## src/rvPkg.sv

```systemverilog
`default_nettype none

package rvPkg;

	// Datapath and memory geometry
	localparam int dataWidth = 32;
	localparam int regAddrWidth = 5;
	localparam int memAddrWidth = 8;
	localparam int memDepth = 2 ** memAddrWidth;

	// First fetch address after reset, in bytes
	localparam logic [dataWidth-1:0] resetPc = 32'h0000_0000;

	// RV32I major opcodes handled by the core
	localparam logic [6:0] opRegReg = 7'b0110011;
	localparam logic [6:0] opImm = 7'b0010011;
	localparam logic [6:0] opLoad = 7'b0000011;
	localparam logic [6:0] opStore = 7'b0100011;
	localparam logic [6:0] opBranch = 7'b1100011;
	localparam logic [6:0] opJal = 7'b1101111;
	localparam logic [6:0] opSystem = 7'b1110011;

	// funct3 and funct7 fields
	localparam logic [2:0] f3AddSub = 3'b000;
	localparam logic [2:0] f3Slt = 3'b010;
	localparam logic [2:0] f3Xor = 3'b100;
	localparam logic [2:0] f3Or = 3'b110;
	localparam logic [2:0] f3And = 3'b111;
	localparam logic [2:0] f3Beq = 3'b000;
	localparam logic [2:0] f3Bne = 3'b001;
	localparam logic [6:0] funct7Sub = 7'b0100000;
	localparam logic [11:0] ebreakFunct12 = 12'h001;

	// ALU operation select
	localparam logic [2:0] aluAdd = 3'd0;
	localparam logic [2:0] aluSub = 3'd1;
	localparam logic [2:0] aluAnd = 3'd2;
	localparam logic [2:0] aluOr = 3'd3;
	localparam logic [2:0] aluXor = 3'd4;
	localparam logic [2:0] aluSlt = 3'd5;

endpackage

`default_nettype wire

```

## src/memArbiter.sv

```systemverilog
`timescale 1ns/1ns
`default_nettype none

module memArbiter import rvPkg::*; (
	input  wire                     clock,
	input  wire                     reset,
	input  wire                     hostRequest,
	input  wire                     hostWrite,
	input  wire [memAddrWidth-1:0]  hostAddr,
	input  wire [dataWidth-1:0]     hostWriteData,
	output logic                    hostReady,
	output logic [dataWidth-1:0]    hostReadData,
	input  wire                     fetchRequest,
	input  wire [memAddrWidth-1:0]  fetchAddr,
	output logic                    fetchReady,
	output logic [dataWidth-1:0]    fetchData,
	input  wire                     dataRequest,
	input  wire                     dataWrite,
	input  wire [memAddrWidth-1:0]  dataAddr,
	input  wire [dataWidth-1:0]     dataWriteData,
	output logic                    dataReady,
	output logic [dataWidth-1:0]    dataReadData,
	output logic                    memEnable,
	output logic                    memWrite,
	output logic [memAddrWidth-1:0] memAddr,
	output logic [dataWidth-1:0]    memWriteData,
	input  wire [dataWidth-1:0]     memReadData
);

	logic grantHost;
	logic grantData;
	logic grantFetch;

	// In its ready cycle a requester still shows the finished request
	assign grantHost = hostRequest && !hostReady;
	assign grantData = dataRequest && !dataReady && !grantHost;
	assign grantFetch = fetchRequest && !fetchReady && !grantHost && !grantData;

	always_comb begin
		memEnable = grantHost || grantData || grantFetch;
		memWrite = 1'b0;
		memAddr = fetchAddr;
		memWriteData = '0;
		if (grantHost) begin
			memWrite = hostWrite;
			memAddr = hostAddr;
			memWriteData = hostWriteData;
		end else if (grantData) begin
			memWrite = dataWrite;
			memAddr = dataAddr;
			memWriteData = dataWriteData;
		end
	end

	// Ready registers hold the winner of the access in flight
	always_ff @(posedge clock or negedge reset) begin
		if (!reset)
			{hostReady, dataReady, fetchReady} <= '0;
		else
			{hostReady, dataReady, fetchReady} <= {grantHost, grantData, grantFetch};
	end

	assign hostReadData = hostReady ? memReadData : '0;
	assign dataReadData = dataReady ? memReadData : '0;
	assign fetchData = fetchReady ? memReadData : '0;

endmodule

`default_nettype wire

```

## config.mk

```make
export PLATFORM = sky130hd
export DESIGN_NAME = memArbiter
export DESIGN_NICKNAME = d
export VERILOG_FILES = /design/src/rvPkg.sv /design/src/memArbiter.sv
export SDC_FILE = /design/constraint.sdc
export NUM_CORES = 1
export LEC_CHECK = 0
export ABC_AREA = 1
export BUFFER_PORTS_ARGS = -buffer_cell sky130_fd_sc_hd__buf_2
export CAP_MARGIN = 20
export CORE_AREA = 2 2 104 106
export CTS_CLUSTER_DIAMETER = 80
export CTS_CLUSTER_SIZE = 40
export DETAILED_ROUTE_END_ITERATION = 8
export DIE_AREA = 0 0 106 108
export GPL_ROUTABILITY_DRIVEN = 0
export PLACE_DENSITY = 0.52
export SLEW_MARGIN = 10
export SYNTH_ARGS = -nofsm -noshare
export SYNTH_HDL_FRONTEND = slang
export SYNTH_SLANG_ARGS = --single-unit
```

## constraint.sdc

```tcl
create_clock -name clock -period 3.35 [get_ports clock]
set_input_delay 0.1675 -clock clock [delete_from_list [all_inputs] [get_ports clock]]
set_output_delay 0.1675 -clock clock [all_outputs]
set_load 0.01 [all_outputs]
```

Word level (Yosys, flattened, before mapping)
Cells that the tools add are included.
{"block": "word_totals", "word_cells": 25, "mem_count": 0, "regBits": 3, "output_inout_bits": 141, "mem_bits_rw": 0, "latch_bits": 0, "mem_bits_ro": 0}
{"block": "op_classes", "n_shift": 0, "n_mul": 0, "div": 0, "reduce_logical": 13, "n_addsub": 0, "n_mux": 9, "eq_ne": 0, "magnitude_cmp": 0, "bitwise_logic": 0}
{"operator": "2-to-1 mux 32 bit", "n": 5}
{"operator": "2-to-1 mux 8 bit", "n": 2}
{"operator": "logical AND 1 bit", "n": 6}
{"operator": "zero test 1 bit", "n": 5}
{"operator": "logical OR 1 bit", "n": 2}
{"operator": "2-to-1 mux 1 bit", "n": 2}

Longest topological paths before layout
Gate-level depths: netlist of the first run.
{"block": "depth", "word_depth": 7, "depth_mapped": 8, "ltp_nobuf": 5}

Worst setup path after synthesis of the first run
Ideal clock, no wire load.
{"block": "synth_path", "kind": "flip-flop to output port", "startpoint": "register dataReady", "endpoint": "output memWriteData[22]", "arrival_time_ns": 1.126, "stages_incl_launch_ff": 6, "path_slack_ns": 2.056, "path_cell_list": "dfrtp_1 buf_6 nor2_8 nand2_4 buf_6 o21ai_1"}
{"block": "synth_via", "elab_chain_len": 5}
{"item": "start, declared", "line": "memArbiter.sv:21", "rtl": "output logic dataReady,"}
{"item": "start signal, assigned", "line": "memArbiter.sv:60", "rtl": "{hostReady, dataReady, fetchReady} <= {grantHost, grantData, grantFetch};"}
{"item": "zero test 1 bit", "line": "memArbiter.sv:36", "rtl": "assign grantData = dataRequest && !dataReady && !grantHost;"}
{"item": "logical AND 1 bit (2 in series)", "line": "memArbiter.sv:36"}
{"item": "2-to-1 mux 32 bit", "line": "memArbiter.sv:48", "rtl": "end else if (grantData) begin"}
{"item": "2-to-1 mux 32 bit", "line": "memArbiter.sv:44", "rtl": "if (grantHost) begin"}
{"item": "end, declared", "line": "memArbiter.sv:26", "rtl": "output logic [dataWidth-1:0] memWriteData,"}
Every way passes these cells.

Worst setup path in the final report of the first run
{"block": "layout_path", "startpoint": "register dataReady", "endpoint": "output memWriteData[8]"}
Same word-level chain as after synthesis.

==> flow_summary.toml, run 1 <==
[worst_setup_path]
cp.required_ns = 3.18
slowest_delay_ns = 0.54
critical_path_class = "flip-flop to output port"
crit_buf_inv = 1
critPathTopFamily = "flip-flops"
worst_setup_path_start_kind = "flip-flop"
cp-end-kind = "output port"
critPathSlowestCell = "dfrtp_1"
path_cells = "nor2_8 -> nand2_4 -> o21ai_1 -> buf_2"
cp.arrival_ns = 1.74
worstPathMaxFanout = 34

[clock_network]
tritoncts = "yes"
cts_buffers = 3
h-tree-depth = 1
cts.sinks = 3
postCtsSetupRepairBufs = 0
clk_latency_ns = 0.22
cts_root_buf = "clkbuf_8"
clkTransAtPathRegs_ns = 0.03
cts_buffer_depth = 2

[yosys]
synth_top_area_cell = "nand2_1"
syn_area_sq_um = 1633
synth.distinct_cells = 17
synth_common_cells = "138 x nand2_1, 133 x inv_1, 30 x o21ai_1"
synthMostInstantiatedCell = "nand2_1"
yosysWarnings = 0
synthCells = 360
yosysSeqAreaShare_pct = 4.598
synth_seq_cells = 3
yosysTopAreaCellShare_pct = 31.72
syn_avg_cell_area_sq_um = 4.536
synth_edf_count = 0
synth_area_leaders = "nand2_1 32%, inv_1 31%, o21ai_1 9.2%"
synth_ff_type = "dfrtp_1"
postSynth.asyncResetShare_pct = 100.0
syn_nets = 487

[grt]
grt_pass1_vias = 2451
grt_max_degree = 43
antenna_found_initial = 3
grt_pass1_wl_mm = 11.28
track_usage_pct = 12.25
grt_overflow_total = 0

[sta]
max_slew_margin_pct = 67.10
rsz0062_at_grt = "no"
hold_viol_final = 0
setup_viol = 0
final.setup_skew_ns = 0.002707
worst-slew-pin-transition_ns = 0.4935
period_minus_slack_ns = 1.906
slew_violations = 0
tns_ns = 0
fin_crit_sh_pct = 56.90
fmax_mhz = 524.6

[floorplan]
pin_count = 268
die_h_um = 108
die_w_um = 106
start_util_pct = 15.96
coreArea_sq_um = 10230
core.rowCount = 37
die-area_sq_um = 11450

[drt]
vias = 2818
wl_per_cell_um = 10.08
drc = 0
finalWirelength_mm = 7.568
ant_nets = 0
first_pass_iters = 4
drt_iter0_drc = 118
vias_per_cell = 3.752

[worst_hold_path]
min_path_type = "input pin to flip-flop"

[pwr]
pwr-share-seq_pct = 8.0
power_density_nw_per_um2 = 182.1
ir_drop_v = 0.00008554
netSwitchingFraction_pct = 47.19
p_switching_uw = 261.6
internal-power_uw = 292.7
p_comb_share_pct = 72.8
p_clk_share_pct = 19.2
p_leak_uw = 0.002679
power_uw = 554.3

[finish]
drive_gt1_share_pct = 45.44
num-fill-cells = 1233
area_delta_synth_final_pct = 86.44
layout.nets = 742

[run]
max_cap_viol_count = 0

[place]
portBuffers = 267
place_hpwl_mm = 6.409

[status]
status = "completed"
worst register-to-register path, cell delays in order, from the launching register on:
cell	delay [ns]
dfrtp_1	0.64
inv_1	0.08
nand2_1	0.28
nand3_1	0.12
nor2_1	0.10
registers in the layout, summed over array words and instances, names as in the netlist:
register and flops:
fetchReady 1, hostReady 1, dataReady 1
per-stage QoR:
step	instances	setup WS, ns	utilization, %	hold slack, ns	instance area, sq um
5_1_grt	750	1.287	29.73	0.2126	3042
6_report	751	1.444	29.75	0.2083	3044
4_1_cts	750	1.412	29.73	0.2108	3042
3_3_place_gp	745	1.684	29.19	-0.03018	2987
3_5_place_dp	745	1.628	29.19	-0.03041	2987
2_1_floorplan	360	2.056	-	-0.1281	1633
area by class of cell:
type	count	area, sq um	share of cell area, %
multi-input cells	201	865.8	28.44
diodes	1	2.502	0.08220
clock buffers	4	45.04	1.480
flip-flops and latches	3	75.07	2.466
well taps	136	170.2	5.590
repair buffers	271	1369	44.96
inverters	135	516.7	16.97
logic make-up (layout without fill, tap and decap cells):
kind of cell           after synthesis  in the layout  synth area share [%]
AO/OA/AOI/OAI                       34             34                 10.80
other                                0              1                     0
flip-flops                           3              3                 4.598
buffers and inverters              156            410                 42.38
AND/OR/NAND/NOR                    167            167                 42.22
cell usage in the layout, fill, tap and decap left out, drive strengths merged:
cell type,count
diode,1
nand2,140
nand3,25
o211ai,1
clkbuf,4
dfrtp,3
o21ai,33
buf,270
nor2,2
dlygate4sd3,1
inv,135
path summary, 6_finish.rpt:
kind	startpoint	end	slack (ns)	cells after the start
max in group asynchronous	reset	dataReady	2.94	2
worst max-delay path	dataReady	memWriteData[8]	1.44	4
worst max register to register	dataReady	fetchReady	2.07	4
worst min register to register	fetchReady	fetchReady	0.44	1
min in group asynchronous	reset	hostReady	0.30	2
worst min-delay path	fetchRequest	fetchReady	0.21	3
per-layer routing:
metal / GRT usage [%] / share of wire (%) / up-vias
met5: 0 / 0.36 / -
met4: 5.545 / 2.5 / 4
met3: 3.556 / 11 / 17
met2: 24.24 / 50 / 165
met1: 11.64 / 36 / 1135
li1: - / - / 1497
power groups by stage:
| stage | Sequential [uW] | Clock, uW | Combinational (uW) |
|---|---|---|---|
| 2_1_floorplan | 42.3 | 0 | 221 |
| 3_3_place_gp | 45.0 | 0 | 410 |
| 3_5_place_dp | 45.3 | 0 | 409 |
| 4_1_cts | 44.8 | 107 | 411 |
| 5_1_grt | 45.4 | 113 | 453 |
| 6_report | 44.5 | 106 | 403 |
what timing repair did:
action                                 4_1_cts  5_1_grt
hold buffers                                 1        0
endpoints found under the hold margin        3        0
gates resized for setup                      0        0
Power figures use the tool's default switching activity.
==> run 2, diff against run 1 <==
--- a/config.mk
+++ b/config.mk
@@ -14,7 +14,7 @@
 export DETAILED_ROUTE_END_ITERATION = 8
 export DIE_AREA = 0 0 106 108
 export GPL_ROUTABILITY_DRIVEN = 0
-export PLACE_DENSITY = 0.52
+export PLACE_DENSITY = 0.54
 export SLEW_MARGIN = 10
 export SYNTH_ARGS = -nofsm -noshare
 export SYNTH_HDL_FRONTEND = slang
==> constraint.sdc (replaced) <==
create_clock -name clock -period 1.7 [get_ports clock]
set_input_delay 0.085 -clock clock [delete_from_list [all_inputs] [get_ports clock]]
set_output_delay 0.085 -clock clock [all_outputs]
set_load 0.01 [all_outputs]
==> run 2 against run 1 <==
  * Global-route usage increased by 0.27 points
  * Worst hold slack worse by 0.071 ns
  * Register-to-register slack got worse by 1.5 ns
  * Setup slack worse by 1.3 ns
  * Design area increased by 0.86%
  * Critical path depth is 2 higher
  * Wire length rose by 4.0%
  * Core utilization up 0.26 points
  * First-iteration DRC count grew 35%
  * Clock power increased by 93%
  * Highest routed layer unchanged
==> flow_summary.toml, run 2 (synthesized netlist as in run 1, its figures left out) <==
[status]
status = "completed"

[drt]
drt_iter0_drc = 159
finalWirelength_mm = 7.869
first_pass_iters = 5
wl_per_cell_um = 10.46
drc = 0
vias = 2853
vias_per_cell = 3.794
ant_nets = 0

[worst_setup_path]
critPathSlowestCell = "dfrtp_1"
rr_worst_depth = 4
crit_start = "hostReady"
worstSetupEndpoint = "memWriteData[30]"
cp.required_ns = 1.62
critical_path_class = "flip-flop to output port"
worstPathMaxFanout = 42
cp.depth = 6
critPathTopFamily = "buffers and inverters"
path_cells = "inv_4 -> nand2_4 -> clkinv_8 -> nand2_1 -> o21ai_2 -> buf_2"
cp-end-kind = "output port"
cp.arrival_ns = 1.48
ff2ff_setup_slack_ns = 0.58
r2r_start = "dataReady"
crit_buf_inv = 3
worst_setup_path_start_kind = "flip-flop"
r2r-end = "fetchReady"
slowest_delay_ns = 0.37

[grt]
antenna_found_initial = 1
grt_max_degree = 43
grt_pass1_vias = 2509
grt_pass1_wl_mm = 11.63
track_usage_pct = 12.52
met3_usage_pct = 4.882
grt_overflow_total = 0
met1_usage_pct = 11.89
use_met2_pct = 25.85
top_usage_layer = "met2"

[finish]
antenna_cells = 0
layout_commonest_cell = "buf_2"
num-fill-cells = 1260
final_util_pct = 30.01
fin_cells = 752
area_delta_synth_final_pct = 88.05
layout.nets = 744
final_cell_mix = "267 x buf_2, 138 x nand2_1, 133 x inv_1"
drive_gt1_share_pct = 45.62

[sta]
period_minus_slack_ns = 1.561
fmax_mhz = 640.7
tns_ns = 0
final.setup_skew_ns = 0.0005650
max_slew_margin_pct = 75.91
worst-slew-pin-transition_ns = 0.3614
setup_viol = 0
rsz0062_at_grt = "no"
hold_viol_final = 0
fin_crit_sh_pct = 91.82
slew_violations = 0

[clock_network]
clk_latency_ns = 0.21
tritoncts = "yes"
cts_buffers = 3
clkTransAtPathRegs_ns = 0.03
postCtsSetupRepairBufs = 0
cts_root_buf = "clkbuf_8"
h-tree-depth = 1
cts.sinks = 3
cts_buffer_depth = 2

[pwr]
power_density_nw_per_um2 = 358.2
power_uw = 1100
ir_drop_v = 0.0002256
p_leak_uw = 0.002688

[place]
place_hpwl_mm = 6.770
portBuffers = 267
dp_cells = 747

[floorplan]
coreArea_sq_um = 10230
start_util_pct = 15.96
core.rowCount = 37
die_w_um = 106
pin_count = 268
die_h_um = 108
die-area_sq_um = 11450

[worst_hold_path]
min_path_type = "input pin to flip-flop"

[run]
max_cap_viol_count = 0
-- run 2: cell count changes in the layout (fill, tap and decap cells not counted), sizes merged --
cell / delta
diode: -1
buf: +2
clkinv: +1
inv: -1
-- run 2: report_power, final --
part           internal, uW  switching [uW]  total (uW)
clock network           160            45.4         205
registers              77.0            6.50        83.5
logic                   346             465         811
total                   583             517        1100
-- run 2: repair_timing --
| action | 4_1_cts | 5_1_grt |
|---|---|---|
| endpoints found under the hold margin | 3 | 0 |
| hold buffers | 1 | 0 |
| endpoints found under the setup margin | 0 | 19 |
| resized for setup | 0 | 2 |
-- run 2: worst reg2reg max path, cell delays in order, from the launching register on --
cell and delay, ns:
dfrtp_1 0.47, inv_1 0.07, nand2_1 0.27, nand3_1 0.14
nor2_1 0.10
-- run 2: layout make-up --
cell class,instances,area [sq um],share of cell area (%)
timing repair buffer,273,1384,45.07
multi-input combinational,201,874.6,28.48
inverter,135,521.8,16.99
tap,136,170.2,5.542
sequential,3,75.07,2.445
clock buffer,4,45.04,1.467
-- run 2: worst min-delay path by stage --
stage	cells past startpoint	slack, ns	startpoint	to
finish	3	0.14	fetchRequest	fetchReady
floorplan	0	-0.21	reset	dataReady
detailed placement	1	-0.11	reset	fetchReady
global route	3	0.14	fetchRequest	fetchReady
CTS	3	0.14	fetchRequest	fetchReady
global placement	1	-0.11	reset	fetchReady
-- run 2: stage by stage --
stage	worst slack, ns	instance area, sq um	hold WS (ns)
floorplan	0.4889	1633	-0.2106
global placement	0.2825	3002	-0.1111
detailed placement	0.2672	3002	-0.1131
CTS	0.03197	3057	0.1394
global route	0.01348	3070	0.1418
finish	0.1391	3070	0.1371
-- run 2: layer usage --
layer	wire length [um]	up-vias
li1	-	1501
met1	2782	1187
met2	4101	159
met3	961	4
met4	15	2
met5	8	-
==> run 3, diff against run 2 <==
--- a/config.mk
+++ b/config.mk
@@ -14,7 +14,7 @@
 export DETAILED_ROUTE_END_ITERATION = 8
 export DIE_AREA = 0 0 106 108
 export GPL_ROUTABILITY_DRIVEN = 0
-export PLACE_DENSITY = 0.54
+export PLACE_DENSITY = 0.52
 export SLEW_MARGIN = 10
 export SYNTH_ARGS = -nofsm -noshare
 export SYNTH_HDL_FRONTEND = slang
==> constraint.sdc (replaced) <==
create_clock -name clock -period 1.5 [get_ports clock]
set_input_delay 0.075 -clock clock [delete_from_list [all_inputs] [get_ports clock]]
set_output_delay 0.075 -clock clock [all_outputs]
set_load 0.01 [all_outputs]
==> run 3 against run 2 <==
  * Register-to-register slack worse by 0.09 ns
  * Combinational power rose by 18%
  * Sequential power up 14%
  * Non-clock buffer count rose by 4
  * Worst hold slack lost 0.018 ns
  * Critical endpoint is now memWrite
  * Largest cell class unchanged
==> flow_summary.toml, run 3 (synthesized netlist as in run 1, its figures left out) <==
[status]
status = "completed"

[grt]
grt_max_degree = 43
grt_pass1_wl_mm = 11.35
grt_overflow_total = 0
track_usage_pct = 12.34
antenna_found_initial = 1
grt_pass1_vias = 2501

[clock_network]
h-tree-depth = 1
clkTransAtPathRegs_ns = 0.03
tritoncts = "yes"
clk_latency_ns = 0.22
cts_buffers = 3
cts_buffer_depth = 2
cts.sinks = 3
cts_root_buf = "clkbuf_8"

[sta]
tns_ns = 0
fmax_mhz = 702.3
fin_crit_sh_pct = 94.93
max_slew_margin_pct = 76.96
period_minus_slack_ns = 1.424
hold_viol_final = 0
final.setup_skew_ns = 0.002412
setup_viol = 0
timing.final.ws_setup_ns = 0.07608
whs_ns = 0.1192
slew_violations = 0
worst-slew-pin-transition_ns = 0.3456
rsz0062_at_grt = "no"

[finish]
layout_commonest_cell = "buf_2"
antenna_cells = 0
num-fill-cells = 1219
drive_gt1_share_pct = 46.77
layout.nets = 748
fin_cells = 756
area_delta_synth_final_pct = 93.33
final_cell_mix = "267 x buf_2, 137 x nand2_1, 133 x inv_1"

[floorplan]
pin_count = 268
die-area_sq_um = 11450
core.rowCount = 37
die_h_um = 108
die_w_um = 106
start_util_pct = 15.96
coreArea_sq_um = 10230

[worst_setup_path]
worst_setup_path_start_kind = "flip-flop"
critPathTopFamily = "flip-flops"
critical_path_class = "flip-flop to output port"
critPathSlowestCell = "dfrtp_2"
worstPathMaxFanout = 17
cp.required_ns = 1.42
path_cells = "nor2_8 -> nand2_8 -> buf_12 -> o21ai_0 -> buf_2"
crit_buf_inv = 2
cp-end-kind = "output port"
cp.arrival_ns = 1.35
slowest_delay_ns = 0.44

[drt]
drt_iter0_drc = 105
wl_per_cell_um = 10.09
vias = 2809
finalWirelength_mm = 7.630
drc = 0
ant_nets = 0
first_pass_iters = 4
vias_per_cell = 3.716

[place]
portBuffers = 267
place_hpwl_mm = 6.431
place_ws_ns = 0.1772
dp_cells = 749

[run]
max_cap_viol_count = 0

[pwr]
ir_drop_v = 0.0002109
power_density_nw_per_um2 = 409.7
p_leak_uw = 0.002725

[worst_hold_path]
min_path_type = "input pin to flip-flop"
run 3: cell type report:
type                    count  area (sq um)  share of cell area (%)
inverters                 135         521.8                   16.53
clock buffers               4         45.04                   1.427
multi-input cells         201         888.4                   28.14
flip-flops and latches      3         76.32                   2.418
repair buffers            277          1455                   46.10
well taps                 136         170.2                   5.390
run 3: metal layers:
layer  track usage [%]  share of wire, %  vias to the layer above
met2             25.35                53                      156
met1             12.31                36                     1138
met3             2.411               9.8                        6
met5                 0              0.21                        -
li1                  -                 -                     1507
met4             3.947               1.1                        2
run 3: path summary, 6_finish.rpt:
check	from	end	slack (ns)	cells past startpoint
max in group asynchronous	reset	dataReady	1.18	2
max reg2reg	hostReady	fetchReady	0.49	5
min in group asynchronous	reset	hostReady	0.19	2
min	fetchRequest	fetchReady	0.12	3
min reg2reg	dataReady	dataReady	0.66	3
max	dataReady	memWrite	0.08	5
run 3: report_power, final:
part / switching (uW) / internal (uW)
clock network: 59.3 / 182
logic: 535 / 422
registers: 7.63 / 87.7
run 3: worst register-to-register path, stage by stage, from the launching register on:
cell	delay [ns]
dfrtp_1	0.38
inv_4	0.04
nand2_4	0.12
buf_6	0.19
nand3_1	0.08
nor2_1	0.11
run 3: what timing repair did:
item                       CTS  global route
buffers inserted             2             0
pin swaps                    1             0
hold buffers                 1             0
setup endpoints to repair   19             9
gates resized for setup      2             6
hold endpoints to repair     3             0
run 3: stage by stage:
stage | power [uW] | util [%] | instance area [sq um]
floorplan | 588.0 | - | 1633
global placement | 1045 | 29.73 | 3042
detailed placement | 1043 | 29.73 | 3042
CTS | 1313 | 30.63 | 3134
global route | 1421 | 30.85 | 3157
finish | 1293 | 30.85 | 3157
